===== config.mk =====
export PLATFORM = sky130hd
export DESIGN_NAME = sd_init_top
export DESIGN_NICKNAME = d
export VERILOG_FILES = /design/src/sd_init_pkg.sv /design/src/sd_cmd_sequencer.sv /design/src/sd_cmd_fifo.sv /design/src/sd_cmd_phy.sv /design/src/sd_init_top.sv
export SDC_FILE = /design/constraint.sdc
export NUM_CORES = 1
export LEC_CHECK = 0
export BUFFER_PORTS_ARGS = -buffer_cell sky130_fd_sc_hd__clkbuf_2
export CAP_MARGIN = 30
export CORE_UTILIZATION = 60
export CTS_BUF_LIST = sky130_fd_sc_hd__clkbuf_2 sky130_fd_sc_hd__clkbuf_4 sky130_fd_sc_hd__clkbuf_8
export CTS_CLUSTER_SIZE = 12
export DETAILED_ROUTE_END_ITERATION = 6
export MAX_ROUTING_LAYER = met4
export PLACE_DENSITY_LB_ADDON = 0.15
export SETUP_SLACK_MARGIN = 0.5
export SLEW_MARGIN = 15
export SYNTH_ARGS = -nofsm -noshare
export SYNTH_HDL_FRONTEND = slang
export SYNTH_SLANG_ARGS = --single-unit

===== constraint.sdc =====
create_clock -name CLOCK_50 -period 4.2 [get_ports CLOCK_50]
set_clock_uncertainty 0.15 [all_clocks]
set_input_delay 0.63 -clock CLOCK_50 [delete_from_list [all_inputs] [get_ports CLOCK_50]]
set_output_delay 0.63 -clock CLOCK_50 [all_outputs]
set_load 0.03 [all_outputs]

===== src/sd_init_pkg.sv =====
// sd card init package with frame views, link structs, command indices and timing constants
package sd_init_pkg;

    // ==================================================
    // frame layout
    // ==================================================
    // field view of a 48-bit command or response
    typedef struct packed {
        logic        start;
        logic        trans;
        logic [5:0]  index;
        logic [31:0] arg;
        logic [6:0]  crc;
        logic        stop;
    } sd_fields_t;

    // raw view for the shifters, field view for the sequencer
    typedef union packed {
        logic [47:0] raw;
        sd_fields_t  f;
    } sd_frame_u;

    // response kinds
    localparam logic [1:0] resp_none  = 2'd0;
    localparam logic [1:0] resp_short = 2'd1;

    typedef struct packed {
        sd_frame_u  frame;
        logic [1:0] resp_kind;
    } sd_cmd_req_t;

    typedef struct packed {
        sd_frame_u frame;
        logic      timeout;
        logic      crc_bad;
    } sd_resp_t;

    // ==================================================
    // commands and arguments
    // ==================================================
    localparam logic [5:0]  cmd_go_idle  = 6'd0;
    localparam logic [5:0]  cmd_send_if  = 6'd8;
    localparam logic [5:0]  cmd_app      = 6'd55;
    localparam logic [5:0]  acmd_op_cond = 6'd41;
    // 2.7-3.6 V range, check pattern 0xaa
    localparam logic [31:0] if_cond_arg  = 32'h0000_01AA;
    // hcs set
    localparam logic [31:0] op_cond_arg  = 32'h4000_0000;

    // ==================================================
    // timing and sizes
    // ==================================================
    localparam int init_clocks     = 80;
    // small for sim, 250 on a 50 MHz board
    localparam int sd_clk_half     = 4;
    localparam int resp_timeout    = 64;
    localparam int op_cond_retries = 16;
    localparam int fifo_depth      = 4;

    // ==================================================
    // sequencer and phy state codes
    // ==================================================
    localparam logic [2:0] st_idle   = 3'd0;
    localparam logic [2:0] st_cmd0   = 3'd1;
    localparam logic [2:0] st_cmd8   = 3'd2;
    localparam logic [2:0] st_cmd55  = 3'd3;
    localparam logic [2:0] st_acmd41 = 3'd4;
    localparam logic [2:0] st_wait   = 3'd5;
    localparam logic [2:0] st_final  = 3'd6;

    localparam logic [2:0] ph_init  = 3'd0;
    localparam logic [2:0] ph_idle  = 3'd1;
    localparam logic [2:0] ph_send  = 3'd2;
    localparam logic [2:0] ph_wait  = 3'd3;
    localparam logic [2:0] ph_recv  = 3'd4;
    localparam logic [2:0] ph_gap   = 3'd5;
    localparam logic [2:0] ph_check = 3'd6;

    // crc7, x^7 + x^3 + 1, msb first over 40 bits
    function automatic logic [6:0] crc7(input logic [39:0] data);
        logic [6:0] crc;
        logic       fb;
        crc = '0;
        for (int i = 39; i >= 0; i--) begin
            fb  = data[i] ^ crc[6];
            crc = {crc[5:0], 1'b0};
            if (fb) begin
                crc = crc ^ 7'h09;
            end
        end
        return crc;
    endfunction

endpackage


===== src/sd_cmd_sequencer.sv =====
// sd init step machine that builds command frames, checks responses and logs progress
`timescale 1ns/100ps

module sd_cmd_sequencer (
    input  logic                     CLOCK_50,
    input  logic                     KEY0,
    output sd_init_pkg::sd_cmd_req_t req,
    output logic                     req_valid,
    input  logic                     req_ready,
    input  sd_init_pkg::sd_resp_t    resp,
    input  logic                     resp_valid,
    output logic [7:0]               log_char,
    output logic                     log_valid,
    output logic                     init_done,
    output logic                     init_error
);
    import sd_init_pkg::*;

    logic [2:0]                         state;
    // index of the command whose response comes next
    logic [5:0]                         wait_idx;
    logic [$clog2(op_cond_retries)-1:0] retry_cnt;
    logic                               failed;
    logic                               link_err;
    logic                               echo_ok;

    // ==================================================
    // frame build
    // ==================================================
    always_comb begin
        req               = '0;
        req.frame.f.start = 1'b0;
        req.frame.f.trans = 1'b1;
        req.frame.f.stop  = 1'b1;
        req.resp_kind     = resp_short;
        case (state)
            st_cmd0: begin
                req.frame.f.index = cmd_go_idle;
                req.resp_kind     = resp_none;
            end
            st_cmd8: begin
                req.frame.f.index = cmd_send_if;
                req.frame.f.arg   = if_cond_arg;
            end
            // rca is zero before cmd3
            st_cmd55: req.frame.f.index = cmd_app;
            default: begin
                req.frame.f.index = acmd_op_cond;
                req.frame.f.arg   = op_cond_arg;
            end
        endcase
        // crc over start, trans, index and arg
        req.frame.f.crc = crc7(req.frame.raw[47:8]);
    end

    assign req_valid = (state == st_cmd0) || (state == st_cmd8) ||
                       (state == st_cmd55) || (state == st_acmd41);

    // response checks
    assign link_err = resp.timeout || resp.crc_bad;
    assign echo_ok  = (resp.frame.f.index == cmd_send_if) &&
                      (resp.frame.f.arg[11:0] == if_cond_arg[11:0]);

    // ==================================================
    // step machine
    // ==================================================
    always_ff @(posedge CLOCK_50 or negedge KEY0) begin
        if (!KEY0) begin
            state      <= st_idle;
            wait_idx   <= cmd_go_idle;
            retry_cnt  <= '0;
            failed     <= 1'b0;
            log_char   <= 8'h00;
            log_valid  <= 1'b0;
            init_done  <= 1'b0;
            init_error <= 1'b0;
        end else begin
            log_valid <= 1'b0;
            case (state)
                // phy holds off cmd0 until the idle clocks are out
                st_idle: state <= st_cmd0;
                st_cmd0: if (req_ready) begin
                    wait_idx <= cmd_go_idle;
                    state    <= st_wait;
                end
                st_cmd8: if (req_ready) begin
                    wait_idx <= cmd_send_if;
                    state    <= st_wait;
                end
                // queue the pair back to back
                st_cmd55: if (req_ready) begin
                    wait_idx <= cmd_app;
                    state    <= st_acmd41;
                end
                st_acmd41: if (req_ready) begin
                    state <= st_wait;
                end
                st_wait: if (resp_valid) begin
                    log_valid <= 1'b1;
                    case (wait_idx)
                        cmd_go_idle: begin
                            log_char <= "0";
                            state    <= st_cmd8;
                        end
                        cmd_send_if: begin
                            log_char <= "8";
                            if (link_err || !echo_ok) begin
                                failed <= 1'b1;
                                state  <= st_final;
                            end else begin
                                state <= st_cmd55;
                            end
                        end
                        cmd_app: begin
                            log_char <= "5";
                            wait_idx <= acmd_op_cond;
                            if (link_err) begin
                                failed <= 1'b1;
                                state  <= st_final;
                            end
                        end
                        default: begin
                            log_char <= "A";
                            // ocr bit 31 clear means still busy
                            if (link_err) begin
                                failed <= 1'b1;
                                state  <= st_final;
                            end else if (resp.frame.f.arg[31]) begin
                                state <= st_final;
                            end else if (retry_cnt == op_cond_retries - 1) begin
                                failed <= 1'b1;
                                state  <= st_final;
                            end else begin
                                retry_cnt <= retry_cnt + 1'b1;
                                state     <= st_cmd55;
                            end
                        end
                    endcase
                end
                // one closing char, then hold
                st_final: if (!init_done && !init_error) begin
                    log_valid  <= 1'b1;
                    log_char   <= failed ? "E" : "D";
                    init_done  <= !failed;
                    init_error <= failed;
                end
                default: state <= st_idle;
            endcase
        end
    end

endmodule


===== src/sd_cmd_fifo.sv =====
// four-entry command request FIFO with valid/ready on both sides
`timescale 1ns/100ps

module sd_cmd_fifo (
    input  logic                     CLOCK_50,
    input  logic                     KEY0,
    input  sd_init_pkg::sd_cmd_req_t d,
    input  logic                     d_valid,
    output logic                     d_ready,
    output sd_init_pkg::sd_cmd_req_t q,
    output logic                     q_valid,
    input  logic                     q_ready
);
    import sd_init_pkg::*;

    sd_cmd_req_t                       mem [fifo_depth];
    logic [$clog2(fifo_depth)-1:0]     wr_ptr;
    logic [$clog2(fifo_depth)-1:0]     rd_ptr;
    logic [$clog2(fifo_depth+1)-1:0]   count;
    logic                              push;
    logic                              pop;

    assign d_ready = (count != fifo_depth);
    assign q_valid = (count != 0);
    // head entry, visible the cycle after the write
    assign q       = mem[rd_ptr];
    assign push    = d_valid && d_ready;
    assign pop     = q_valid && q_ready;

    // pointers wrap on their own at a power-of-two depth
    always_ff @(posedge CLOCK_50 or negedge KEY0) begin
        if (!KEY0) begin
            wr_ptr <= '0;
            rd_ptr <= '0;
            count  <= '0;
        end else begin
            if (push) begin
                wr_ptr <= wr_ptr + 1'b1;
            end
            if (pop) begin
                rd_ptr <= rd_ptr + 1'b1;
            end
            // push and pop together leave count alone
            case ({push, pop})
                2'b10:   count <= count + 1'b1;
                2'b01:   count <= count - 1'b1;
                default: count <= count;
            endcase
        end
    end

    // storage
    always_ff @(posedge CLOCK_50) begin
        if (push) begin
            mem[wr_ptr] <= d;
        end
    end

endmodule


===== src/sd_cmd_phy.sv =====
// sd command line phy with clock divider, frame shifter and response capture
`timescale 1ns/100ps

module sd_cmd_phy (
    input  logic                     CLOCK_50,
    input  logic                     KEY0,
    input  sd_init_pkg::sd_cmd_req_t q,
    input  logic                     q_valid,
    output logic                     q_ready,
    output sd_init_pkg::sd_resp_t    resp,
    output logic                     resp_valid,
    output logic                     sd_clk,
    output logic                     sd_cmd_out,
    output logic                     sd_cmd_oe,
    input  logic                     sd_cmd_in
);
    import sd_init_pkg::*;

    logic [$clog2(sd_clk_half)-1:0] div_cnt;
    logic                           tick;
    logic                           rise_stb;
    logic                           fall_stb;
    logic                           fall_d;
    logic [2:0]                     state;
    logic [5:0]                     bit_cnt;
    // shared by idle clocks, timeout and gap
    logic [7:0]                     clk_cnt;
    logic                           timed_out;
    logic                           tx_shift;
    logic                           rx_shift;
    logic [47:0]                    tx_sh;
    logic [47:0]                    rx_sh;
    logic [5:0]                     tx_idx;
    logic [1:0]                     tx_kind;

    // ==================================================
    // sd clock divider
    // ==================================================
    assign tick     = (div_cnt == sd_clk_half - 1);
    // strobes lead the actual sd_clk edge by one cycle
    assign rise_stb = tick && !sd_clk;
    assign fall_stb = tick && sd_clk;

    always_ff @(posedge CLOCK_50 or negedge KEY0) begin
        if (!KEY0) begin
            div_cnt <= '0;
            sd_clk  <= 1'b0;
            fall_d  <= 1'b0;
        end else begin
            // one cycle past the falling edge
            fall_d <= fall_stb;
            if (tick) begin
                div_cnt <= '0;
                sd_clk  <= ~sd_clk;
            end else begin
                div_cnt <= div_cnt + 1'b1;
            end
        end
    end

    // ==================================================
    // line fsm
    // ==================================================
    assign q_ready  = (state == ph_idle);
    assign tx_shift = (state == ph_send) && fall_d && (bit_cnt != 6'd48);
    assign rx_shift = rise_stb && (((state == ph_wait) && !sd_cmd_in) || (state == ph_recv));

    always_ff @(posedge CLOCK_50 or negedge KEY0) begin
        if (!KEY0) begin
            state      <= ph_init;
            bit_cnt    <= '0;
            clk_cnt    <= '0;
            timed_out  <= 1'b0;
            sd_cmd_oe  <= 1'b0;
            sd_cmd_out <= 1'b1;
            resp_valid <= 1'b0;
        end else begin
            resp_valid <= 1'b0;
            case (state)
                // line driven high for the power-up clocks
                ph_init: begin
                    sd_cmd_oe  <= 1'b1;
                    sd_cmd_out <= 1'b1;
                    if (rise_stb) begin
                        if (clk_cnt == init_clocks - 1) begin
                            clk_cnt <= '0;
                            state   <= ph_idle;
                        end else begin
                            clk_cnt <= clk_cnt + 1'b1;
                        end
                    end
                end
                ph_idle: if (q_valid) begin
                    bit_cnt   <= '0;
                    timed_out <= 1'b0;
                    state     <= ph_send;
                end
                ph_send: if (fall_d) begin
                    if (bit_cnt == 6'd48) begin
                        // end bit held through its rising edge, now release
                        sd_cmd_oe <= 1'b0;
                        clk_cnt   <= '0;
                        state     <= (tx_kind == resp_short) ? ph_wait : ph_gap;
                    end else begin
                        sd_cmd_oe  <= 1'b1;
                        sd_cmd_out <= tx_sh[47];
                        bit_cnt    <= bit_cnt + 1'b1;
                    end
                end
                // hunt for the start bit
                ph_wait: if (rise_stb) begin
                    if (!sd_cmd_in) begin
                        bit_cnt <= 6'd1;
                        state   <= ph_recv;
                    end else if (clk_cnt == resp_timeout - 1) begin
                        timed_out <= 1'b1;
                        state     <= ph_check;
                    end else begin
                        clk_cnt <= clk_cnt + 1'b1;
                    end
                end
                ph_recv: if (rise_stb) begin
                    bit_cnt <= bit_cnt + 1'b1;
                    if (bit_cnt == 6'd47) begin
                        state <= ph_check;
                    end
                end
                // no response, 8 clocks of settle
                ph_gap: if (rise_stb) begin
                    if (clk_cnt == 8'd7) begin
                        state <= ph_check;
                    end else begin
                        clk_cnt <= clk_cnt + 1'b1;
                    end
                end
                ph_check: begin
                    resp_valid <= 1'b1;
                    state      <= ph_idle;
                end
                default: state <= ph_init;
            endcase
        end
    end

    // ==================================================
    // shift registers and response
    // ==================================================
    always_ff @(posedge CLOCK_50) begin
        if (q_valid && q_ready) begin
            tx_sh   <= q.frame.raw;
            tx_idx  <= q.frame.f.index;
            tx_kind <= q.resp_kind;
        end else if (tx_shift) begin
            tx_sh <= {tx_sh[46:0], 1'b1};
        end
        if (rx_shift) begin
            rx_sh <= {rx_sh[46:0], sd_cmd_in};
        end
        if (state == ph_check) begin
            resp.frame.raw <= (tx_kind == resp_short && !timed_out) ? rx_sh : '0;
            resp.timeout   <= timed_out;
            // r3 carries an all-ones crc field
            resp.crc_bad   <= (tx_kind == resp_short) && !timed_out &&
                              (tx_idx != acmd_op_cond) &&
                              (crc7(rx_sh[47:8]) != rx_sh[7:1]);
        end
    end

endmodule


===== src/sd_init_top.sv =====
// sd card init top level joining sequencer, command FIFO and line phy
`timescale 1ns/100ps

module sd_init_top (
    input  logic       CLOCK_50,
    input  logic       KEY0,
    output logic       sd_clk,
    output logic       sd_cmd_out,
    output logic       sd_cmd_oe,
    input  logic       sd_cmd_in,
    output logic [7:0] log_char,
    output logic       log_valid,
    output logic       init_done,
    output logic       init_error
);
    import sd_init_pkg::*;

    // sequencer to fifo
    sd_cmd_req_t req;
    logic        req_valid;
    logic        req_ready;
    // fifo to phy
    sd_cmd_req_t q;
    logic        q_valid;
    logic        q_ready;
    // phy back to sequencer
    sd_resp_t    resp;
    logic        resp_valid;

    sd_cmd_sequencer i_sd_cmd_sequencer (
        .CLOCK_50   (CLOCK_50),
        .KEY0       (KEY0),
        .req        (req),
        .req_valid  (req_valid),
        .req_ready  (req_ready),
        .resp       (resp),
        .resp_valid (resp_valid),
        .log_char   (log_char),
        .log_valid  (log_valid),
        .init_done  (init_done),
        .init_error (init_error)
    );

    sd_cmd_fifo i_sd_cmd_fifo (
        .CLOCK_50 (CLOCK_50),
        .KEY0     (KEY0),
        .d        (req),
        .d_valid  (req_valid),
        .d_ready  (req_ready),
        .q        (q),
        .q_valid  (q_valid),
        .q_ready  (q_ready)
    );

    // pad tristate lives on the board
    sd_cmd_phy i_sd_cmd_phy (
        .CLOCK_50   (CLOCK_50),
        .KEY0       (KEY0),
        .q          (q),
        .q_valid    (q_valid),
        .q_ready    (q_ready),
        .resp       (resp),
        .resp_valid (resp_valid),
        .sd_clk     (sd_clk),
        .sd_cmd_out (sd_cmd_out),
        .sd_cmd_oe  (sd_cmd_oe),
        .sd_cmd_in  (sd_cmd_in)
    );

endmodule


### Word level (Yosys, flattened, before mapping)

Memories as Yosys holds them, arrays and structs flattened.
Index checks and enable logic that the tools add are counted.

| storage, ports and cells | value |
|---|---|
| flip-flop bits (word level) | 209 |
| bits in latches | 0 |
| RAM bits | 180 |
| memory bits (read-only) | 0 |
| output and inout bits | 14 |
| logic and storage cells | 508 |
| memories | 1 |

| operators by class | value |
|---|---|
| $add $sub $neg | 8 |
| multiply operators | 0 |
| divide/modulo/power cells | 0 |
| $lt $le $gt $ge | 0 |
| eq/ne operators | 58 |
| shift operators | 0 |
| multiplexer cells | 200 |
| bitwise logic cells | 159 |
| reduce and logical (&&, ||, !) cells | 54 |

Memory list:

| memory | words | bits a word | read ports | clocked after Yosys merged registers in | write ports | line | text |
|---|---|---|---|---|---|---|---|
| i_sd_cmd_fifo.mem | 4 | 45 | 1 | 0 | 1 | sd_cmd_fifo.sv:16 | `sd_cmd_req_t mem [fifo_depth];` |

Operators with widths:

| cell | count |
|---|---|
| $mux 4 | 78 |
| $mux 7 | 40 |
| $not 2->2 | 76 |
| $mux 48 | 2 |
| $mux 8 | 11 |
| $xor 1x1->1 | 72 |
| $mux 6 | 11 |
| $mux 3 | 21 |
| $pmux 31 s2 | 1 |
| $pmux 6 s4 | 2 |
| $ne 2x1->1 const B | 17 |
| $pmux 8 s4 | 1 |
| $pmux 3 s7 | 1 |
| $pmux 7 s3 | 1 |
| $mux 1 | 20 |
| $eq 3x3->1 const B | 6 |
| $eq 6x6->1 const B | 3 |
| $pmux 6 s3 | 1 |
| $ne 2x2->1 const B | 8 |
| $pmux 8 s2 | 1 |
| $pmux 3 s5 | 1 |
| $reduce_and 7->1 | 2 |
| $logic_and 1x1->1 | 13 |
| $eq 12x9->1 const B | 1 |
| 42 further kinds | 89 |

### Depth between registers and ports, before layout

| logic depth | value |
|---|---|
| word-level depth | 121 |
| mapped depth | 12 |
| depth with buffers taken out | 10 |

### Modules after synthesis

Synthesis repeated with hierarchy kept, for this count alone.

| second synthesis, totals | value |
|---|---|
| cell total of the unflattened synthesis | 1083 |
| area total of the unflattened synthesis | 17221.5 sq um |

Modules (own cells, without submodules):

| module | instances | cells each | area an instance (sq um) | sequential area each (sq um) |
|---|---|---|---|---|
| sd_cmd_phy | 1 | 612 | 8035.2 | 5251.3 |
| sd_cmd_fifo | 1 | 299 | 7627.3 | 6180.9 |
| sd_cmd_sequencer | 1 | 172 | 1559.0 | 475.5 |

### Least setup slack after synthesis

No wires, ideal clock.

| path | value |
|---|---|
| kind | flip-flop to flip-flop |
| start point | reg i_sd_cmd_phy.state[1] |
| end point | reg i_sd_cmd_phy.rx_sh[0], enable pin |
| setup time | 455 ps |
| arrival | 3007 ps |
| path slack | 588 ps |
| stages on the path, launching flop included | 6 |
| buffers on the path | 1 |
| clock period less this slack | 3612 ps |
| path through | dfrtp_1 -> clkbuf_1 -> nor2b_1 -> nand2_1 -> o21a_1 -> nor2_1 |

| on the way | value |
|---|---|
| cells in the longest elaborated chain, start to end | 4 |
| elaborated cells between the ends (all ways) | 5 |

RTL lines:

| what | line | text |
|---|---|---|
| from (decl) | sd_cmd_phy.sv:24 | `logic [2:0] state;` |
| from (signal assigned) | sd_cmd_phy.sv:70 | `state <= ph_init;` |
| from (signal assigned) | sd_cmd_phy.sv:87 | `state <= ph_idle;` |
| from (signal assigned) | sd_cmd_phy.sv:96 | `state <= ph_send;` |
| $eq 3x2->1 | sd_cmd_phy.sv:66 | `assign rx_shift = rise_stb && (((state == ph_wait) && !sd_cmd_in) \|\| (state == ph_recv));` |
| $logic_and 1x1->1 | sd_cmd_phy.sv:66 |  |
| $logic_or 1x1->1 * | sd_cmd_phy.sv:66 |  |
| $logic_and 1x1->1 * | sd_cmd_phy.sv:66 |  |
| via i_sd_cmd_phy.rx_shift | sd_cmd_phy.sv:30 | `logic rx_shift;` |
| to (signal assigned) | sd_cmd_phy.sv:157 | `rx_sh <= {rx_sh[46:0], sd_cmd_in};` |
| to (decl) | sd_cmd_phy.sv:32 | `logic [47:0] rx_sh;` |

The timed path passes the listed nets; every way through them passes the cells marked *.
A chain may end at the register's enable or synchronous reset.

### Worst setup path after layout

| path | value |
|---|---|
| start point | reg i_sd_cmd_phy.state[0] |
| end point | reg i_sd_cmd_fifo.count[2] |

| on the way | value |
|---|---|
| cells in the longest elaborated chain, start to end | 4 |
| elaborated cells between the ends (all ways) | 6 |

RTL lines:

| what | line | text |
|---|---|---|
| $eq 3x1->1 * | sd_cmd_phy.sv:64 | `assign q_ready = (state == ph_idle);` |
| $logic_and 1x1->1 * | sd_cmd_fifo.sv:28 | `assign pop = q_valid && q_ready;` |
| $eq 2x1->1 or $eq 2x2->1 (tied branches) | sd_cmd_fifo.sv:44 | `case ({push, pop})` |
| $pmux 3 s2 or $reduce_bool 2->1 (tied branches) | n/a |  |
| to (signal assigned) | sd_cmd_fifo.sv:45 | `2'b10: count <= count + 1'b1;` |
| to (signal assigned) | sd_cmd_fifo.sv:46 | `2'b01: count <= count - 1'b1;` |
| to (signal assigned) | sd_cmd_fifo.sv:47 | `default: count <= count;` |
| to (decl) | sd_cmd_fifo.sv:19 | `logic [$clog2(fifo_depth+1)-1:0] count;` |

Every way passes the cells marked *; elsewhere a longest branch is shown, timed or not.

==> flow_results.org <==
** Layout
- Leaving out filler cells and counting taps, the final layout contains 969.
- Share of cells above drive strength 1 :: 15.14%
- In the final design database the tool counted 744 nets.
- Final cell utilization of the core :: 67.89%
- Syn-to-layout area delta :: 10.40%
- The repair_antennas step left the layout with diodes totalling 0.

** Clock tree
- The number of clock buffers added by TritonCTS is 36.
- Clock input transition at the sequential cells of the worst setup and hold paths :: 60 ps
- The tree is rooted in a clkbuf_8.
- H-tree depth :: 2
- CTS hold repair buffers :: 1
- The number of gates resized after CTS was 0.
- At the later pin of the worst-skew pair, clock insertion delay measures 510 ps.
- Clock tree buffer depth :: 3
- TritonCTS built the clock tree.
- Post-CTS repair timing setup buffer count :: 0
- The clock drives 219 sinks.

** Placement
- DPL Wire Length :: 11420 microns
- Timing analysis after detailed placement gives a worst setup slack of 1041 ps.
- Placed instance count :: 905
- Final RePlAce weighted congestion :: 0.8626
- Buffers added on ports :: 14

** Synth
- Area of the mapped netlist :: 9804 sq um
- Number of enable flip-flop cells after synthesis :: 168
- Counting flops and latches in the post-synthesis netlist gives 219.
- Async set-reset flop share out of synthesis :: 23.29%
- Sequential fraction of the synthesis area :: 64.48%
- In this run the mean area of a mapped cell was 14.19 sq um.
- Yosys printed 0 warnings.
- Number of cells produced by synthesis :: 691
- Most used flip-flop cell after synthesis :: edfxtp_1
- The netlist uses 57 different library cells.

** Floorplanning
- Core Area :: 15940 sq um
- From left edge to right edge, the die measures 129.8 microns.
- 17 I/O pins were placed.
- Die footprint :: 16860 sq um
- Die Span Y :: 129.8 microns
- Initial Utilization :: 61.50%
- Cell row count :: 46

** Run status
- The run finished with clean final reports.

** STA
- Based on the critical path, the design can be clocked at up to 316.4 MHz.
- In the finished design, the share of the clock period the worst path needs comes to 75.26%.
- Summed negative setup slack over all endpoints :: 0 ps
- The hold violation count in the final report is 0.
- Time the worst path needs with I/O delays and setup :: 3161 ps
- Setup repair after global routing left no endpoint under its margin.
- Across all setup checks in the final design, the least slack found is 1039 ps.
- Setup violations remaining at the end of the flow were counted as 0.
- Hold timing on the final database bottoms out at a slack of 230.5 ps.
- At the pin with the least slew margin, the transition time is 871.6 ps.
- In this run the tightest slew margin relative to its limit is 41.89%.
- The final max-slew violation count came to 0.

** Worst setup path
- Setup crit start kind :: flip-flop
- At the worst endpoint, the arrival time is 3440 ps.
- Type of the setup path with the least slack :: flip-flop to flip-flop
- Worst setup EP type :: flip-flop
- Counting cells, the worst reg-to-reg path comes to 11.
- Maximum fanout count along the critical path :: 42
- Worst path required time :: 4480 ps

** Routing
- The routed layout has 5461 vias.
- Using the TritonRoute via totals, the vias-per-cell ratio works out to 5.636.
- Antenna violation net count after detailed routing :: 0
- For this block, the initial DRC count from the detailed router was 473.
- The routed design has 17170 microns of wire.
- In the routed design, unresolved DRC markers number 0.
- The first TritonRoute pass finished after 5 iterations.
- Average wire per standard cell :: 17.72 microns

** Global routing
- Largest net degree at the start of global routing :: 43
- Antenna violations before repair :: 0
- After global routing the overflow that remains totals 0.
- In the global route stage, overall resource usage came out at 22.41%.
- The via count of the first global-routing pass was 5421.
- The first global-routing pass estimated 27710 microns of wire.

** Power
- Static leakage :: 3.804 nW
- Power density cells :: 376.8 nW/um^2
- Maximum VDD drop :: 0.1958 mV

** Hold path
- The path class of the tightest hold or removal check is input pin to flip-flop.
- Counting instances, the worst hold path has a depth of 1.

** Flow run
- Total of max-cap violations :: 0
## synth_stat cells (all sizes together), types with 3 or more instances
| cell | n | area [sq um] |
|---|---|---|
| and2 | 56 | 350.3 |
| and3 | 4 | 25.02 |
| nor2b | 11 | 68.82 |
| o21ai | 39 | 195.2 |
| or3 | 3 | 18.77 |
| dfrtp | 50 | 1251 |
| o21a | 4 | 30.03 |
| nor2 | 30 | 112.6 |
| mux4 | 12 | 270.3 |
| mux2i | 4 | 40.04 |
| nor4b | 4 | 35.03 |
| nand3 | 16 | 80.08 |
| nand2 | 43 | 161.4 |
| xnor3 | 16 | 361.6 |
| xor3 | 3 | 72.57 |
| edfxtp | 168 | 5045 |
| xnor2 | 50 | 445.4 |
| nor3 | 4 | 20.02 |
| clkbuf | 18 | 67.56 |
| mux2 | 8 | 90.09 |
| xor2 | 12 | 105.1 |
| a21o | 15 | 112.6 |
| o22ai | 4 | 25.02 |
| nand2b | 15 | 93.84 |
| inv | 23 | 86.33 |
| nand4 | 3 | 18.77 |
| buf | 6 | 33.78 |
| or2 | 4 | 25.03 |
| o31ai | 12 | 90.09 |
| a21oi | 14 | 70.07 |
| ha | 11 | 137.6 |
## worst max-delay path, cell delays in order (launching register included)
cell and delay, ps:
dfrtp_1 730, nand2b_1 110, or3_1 320, buf_4 250, inv_1 90, buf_4 240
ha_1 220, inv_1 80, fa_1 430, xor2_1 160, nor2_1 120, xor2_1 170
## report_power, final
group	internal (W)	switching (W)
combinational	0.00000186	0.0000127
sequential	0.00231	0
clock	0.000989	0.000767
## layer usage
| metal | vias to the layer above | track usage (%) | wire length [microns] |
|---|---|---|---|
| li1 | 2580 | - | - |
| met1 | 2743 | 31.29 | 8172 |
| met2 | 112 | 33.41 | 8032 |
| met3 | 26 | 3.854 | 661 |
| met4 | 0 | 8.140 | 303 |
| met5 | - | - | 0 |
## final timing paths
| kind | startpoint | endpoint | slack [ps] |
|---|---|---|---|
| min in group asynchronous | KEY0 | i_sd_cmd_phy.clk_cnt[6]$_DFFE_PN0P_ | 430 |
| setup / recovery | i_sd_cmd_phy.state[0]$_DFFE_PN0P_ | i_sd_cmd_fifo.count[2]$_DFFE_PN0P_ | 1040 |
| hold / removal | sd_cmd_in | i_sd_cmd_phy.rx_sh[0]$_DFFE_PP_ | 230 |
| setup reg to reg | i_sd_cmd_phy.state[0]$_DFFE_PN0P_ | i_sd_cmd_fifo.count[2]$_DFFE_PN0P_ | 1040 |
| max in group asynchronous | KEY0 | i_sd_cmd_sequencer.state[0]$_DFFE_PN0P_ | 2640 |
| hold reg to reg | i_sd_cmd_phy.div_cnt[0]$_DFF_PN0_ | i_sd_cmd_phy.div_cnt[0]$_DFF_PN0_ | 280 |
## metrics by stage
step	area, sq um	total power, W
finish	10820	0.004078
global route	10820	0.004217
CTS	10820	0.004124
detailed placement	10130	0.002366
global placement	10110	0.002366
floorplan	9808	0.002356
## cells in the final DEF (no fill, tap or decap), types with 14 or more instances in the layout
master and count:
xnor3_1 15, nor2_1 29, clkbuf_2 14, a21o_1 15
clkbuf_8 37, inv_1 23, nand2_1 42, dfrtp_1 50
clkbuf_4 20, xnor2_1 49, a21oi_1 14, o21ai_0 39
nand2b_1 15, nand3_1 16, edfxtp_1 168, and2_1 56
## state kept, by name (all words and copies together) (netlist names), 2 cells and up
register,flops
i_sd_cmd_sequencer.log_char,5
i_sd_cmd_fifo.wr_ptr,2
i_sd_cmd_sequencer.state,3
i_sd_cmd_fifo.rd_ptr,2
i_sd_cmd_phy.state,3
i_sd_cmd_phy.clk_cnt,8
i_sd_cmd_phy.tx_sh,47
i_sd_cmd_phy.rx_sh,48
i_sd_cmd_sequencer.wait_idx,3
i_sd_cmd_fifo.mem,48
i_sd_cmd_phy.tx_idx,3
i_sd_cmd_fifo.count,3
i_sd_cmd_sequencer.retry_cnt,4
i_sd_cmd_phy.div_cnt,2
i_sd_cmd_phy.bit_cnt,6
i_sd_cmd_phy.resp,21
## logic make-up (layout without fill, tap and decap cells)
group                      count (synthesis)  in the layout  share of synthesized area [%]
muxes                                     24             24                          4.084
buffers and inverters                     47            108                          1.914
other                                      1              2                        0.03825
adders and majority gates                 12             12                          1.608
xor gates and xnor gates                  81             81                          10.04
AOI/OAI and AO/OA                        103            103                          6.560
DFF                                      219            219                          64.48
and+or+nand+nor                          204            204                          11.27
## final cells by class
cell class	count	area [sq um]
fill	1121	5119
clock buffer	57	659.4
clock inverter	5	20.02
timing repair buffer	23	152.6
tap	216	270.3
multi-input combinational	426	3313
sequential	219	6322
inverter	23	86.33
No activity file was read; power rests on OpenSTA's default activity.
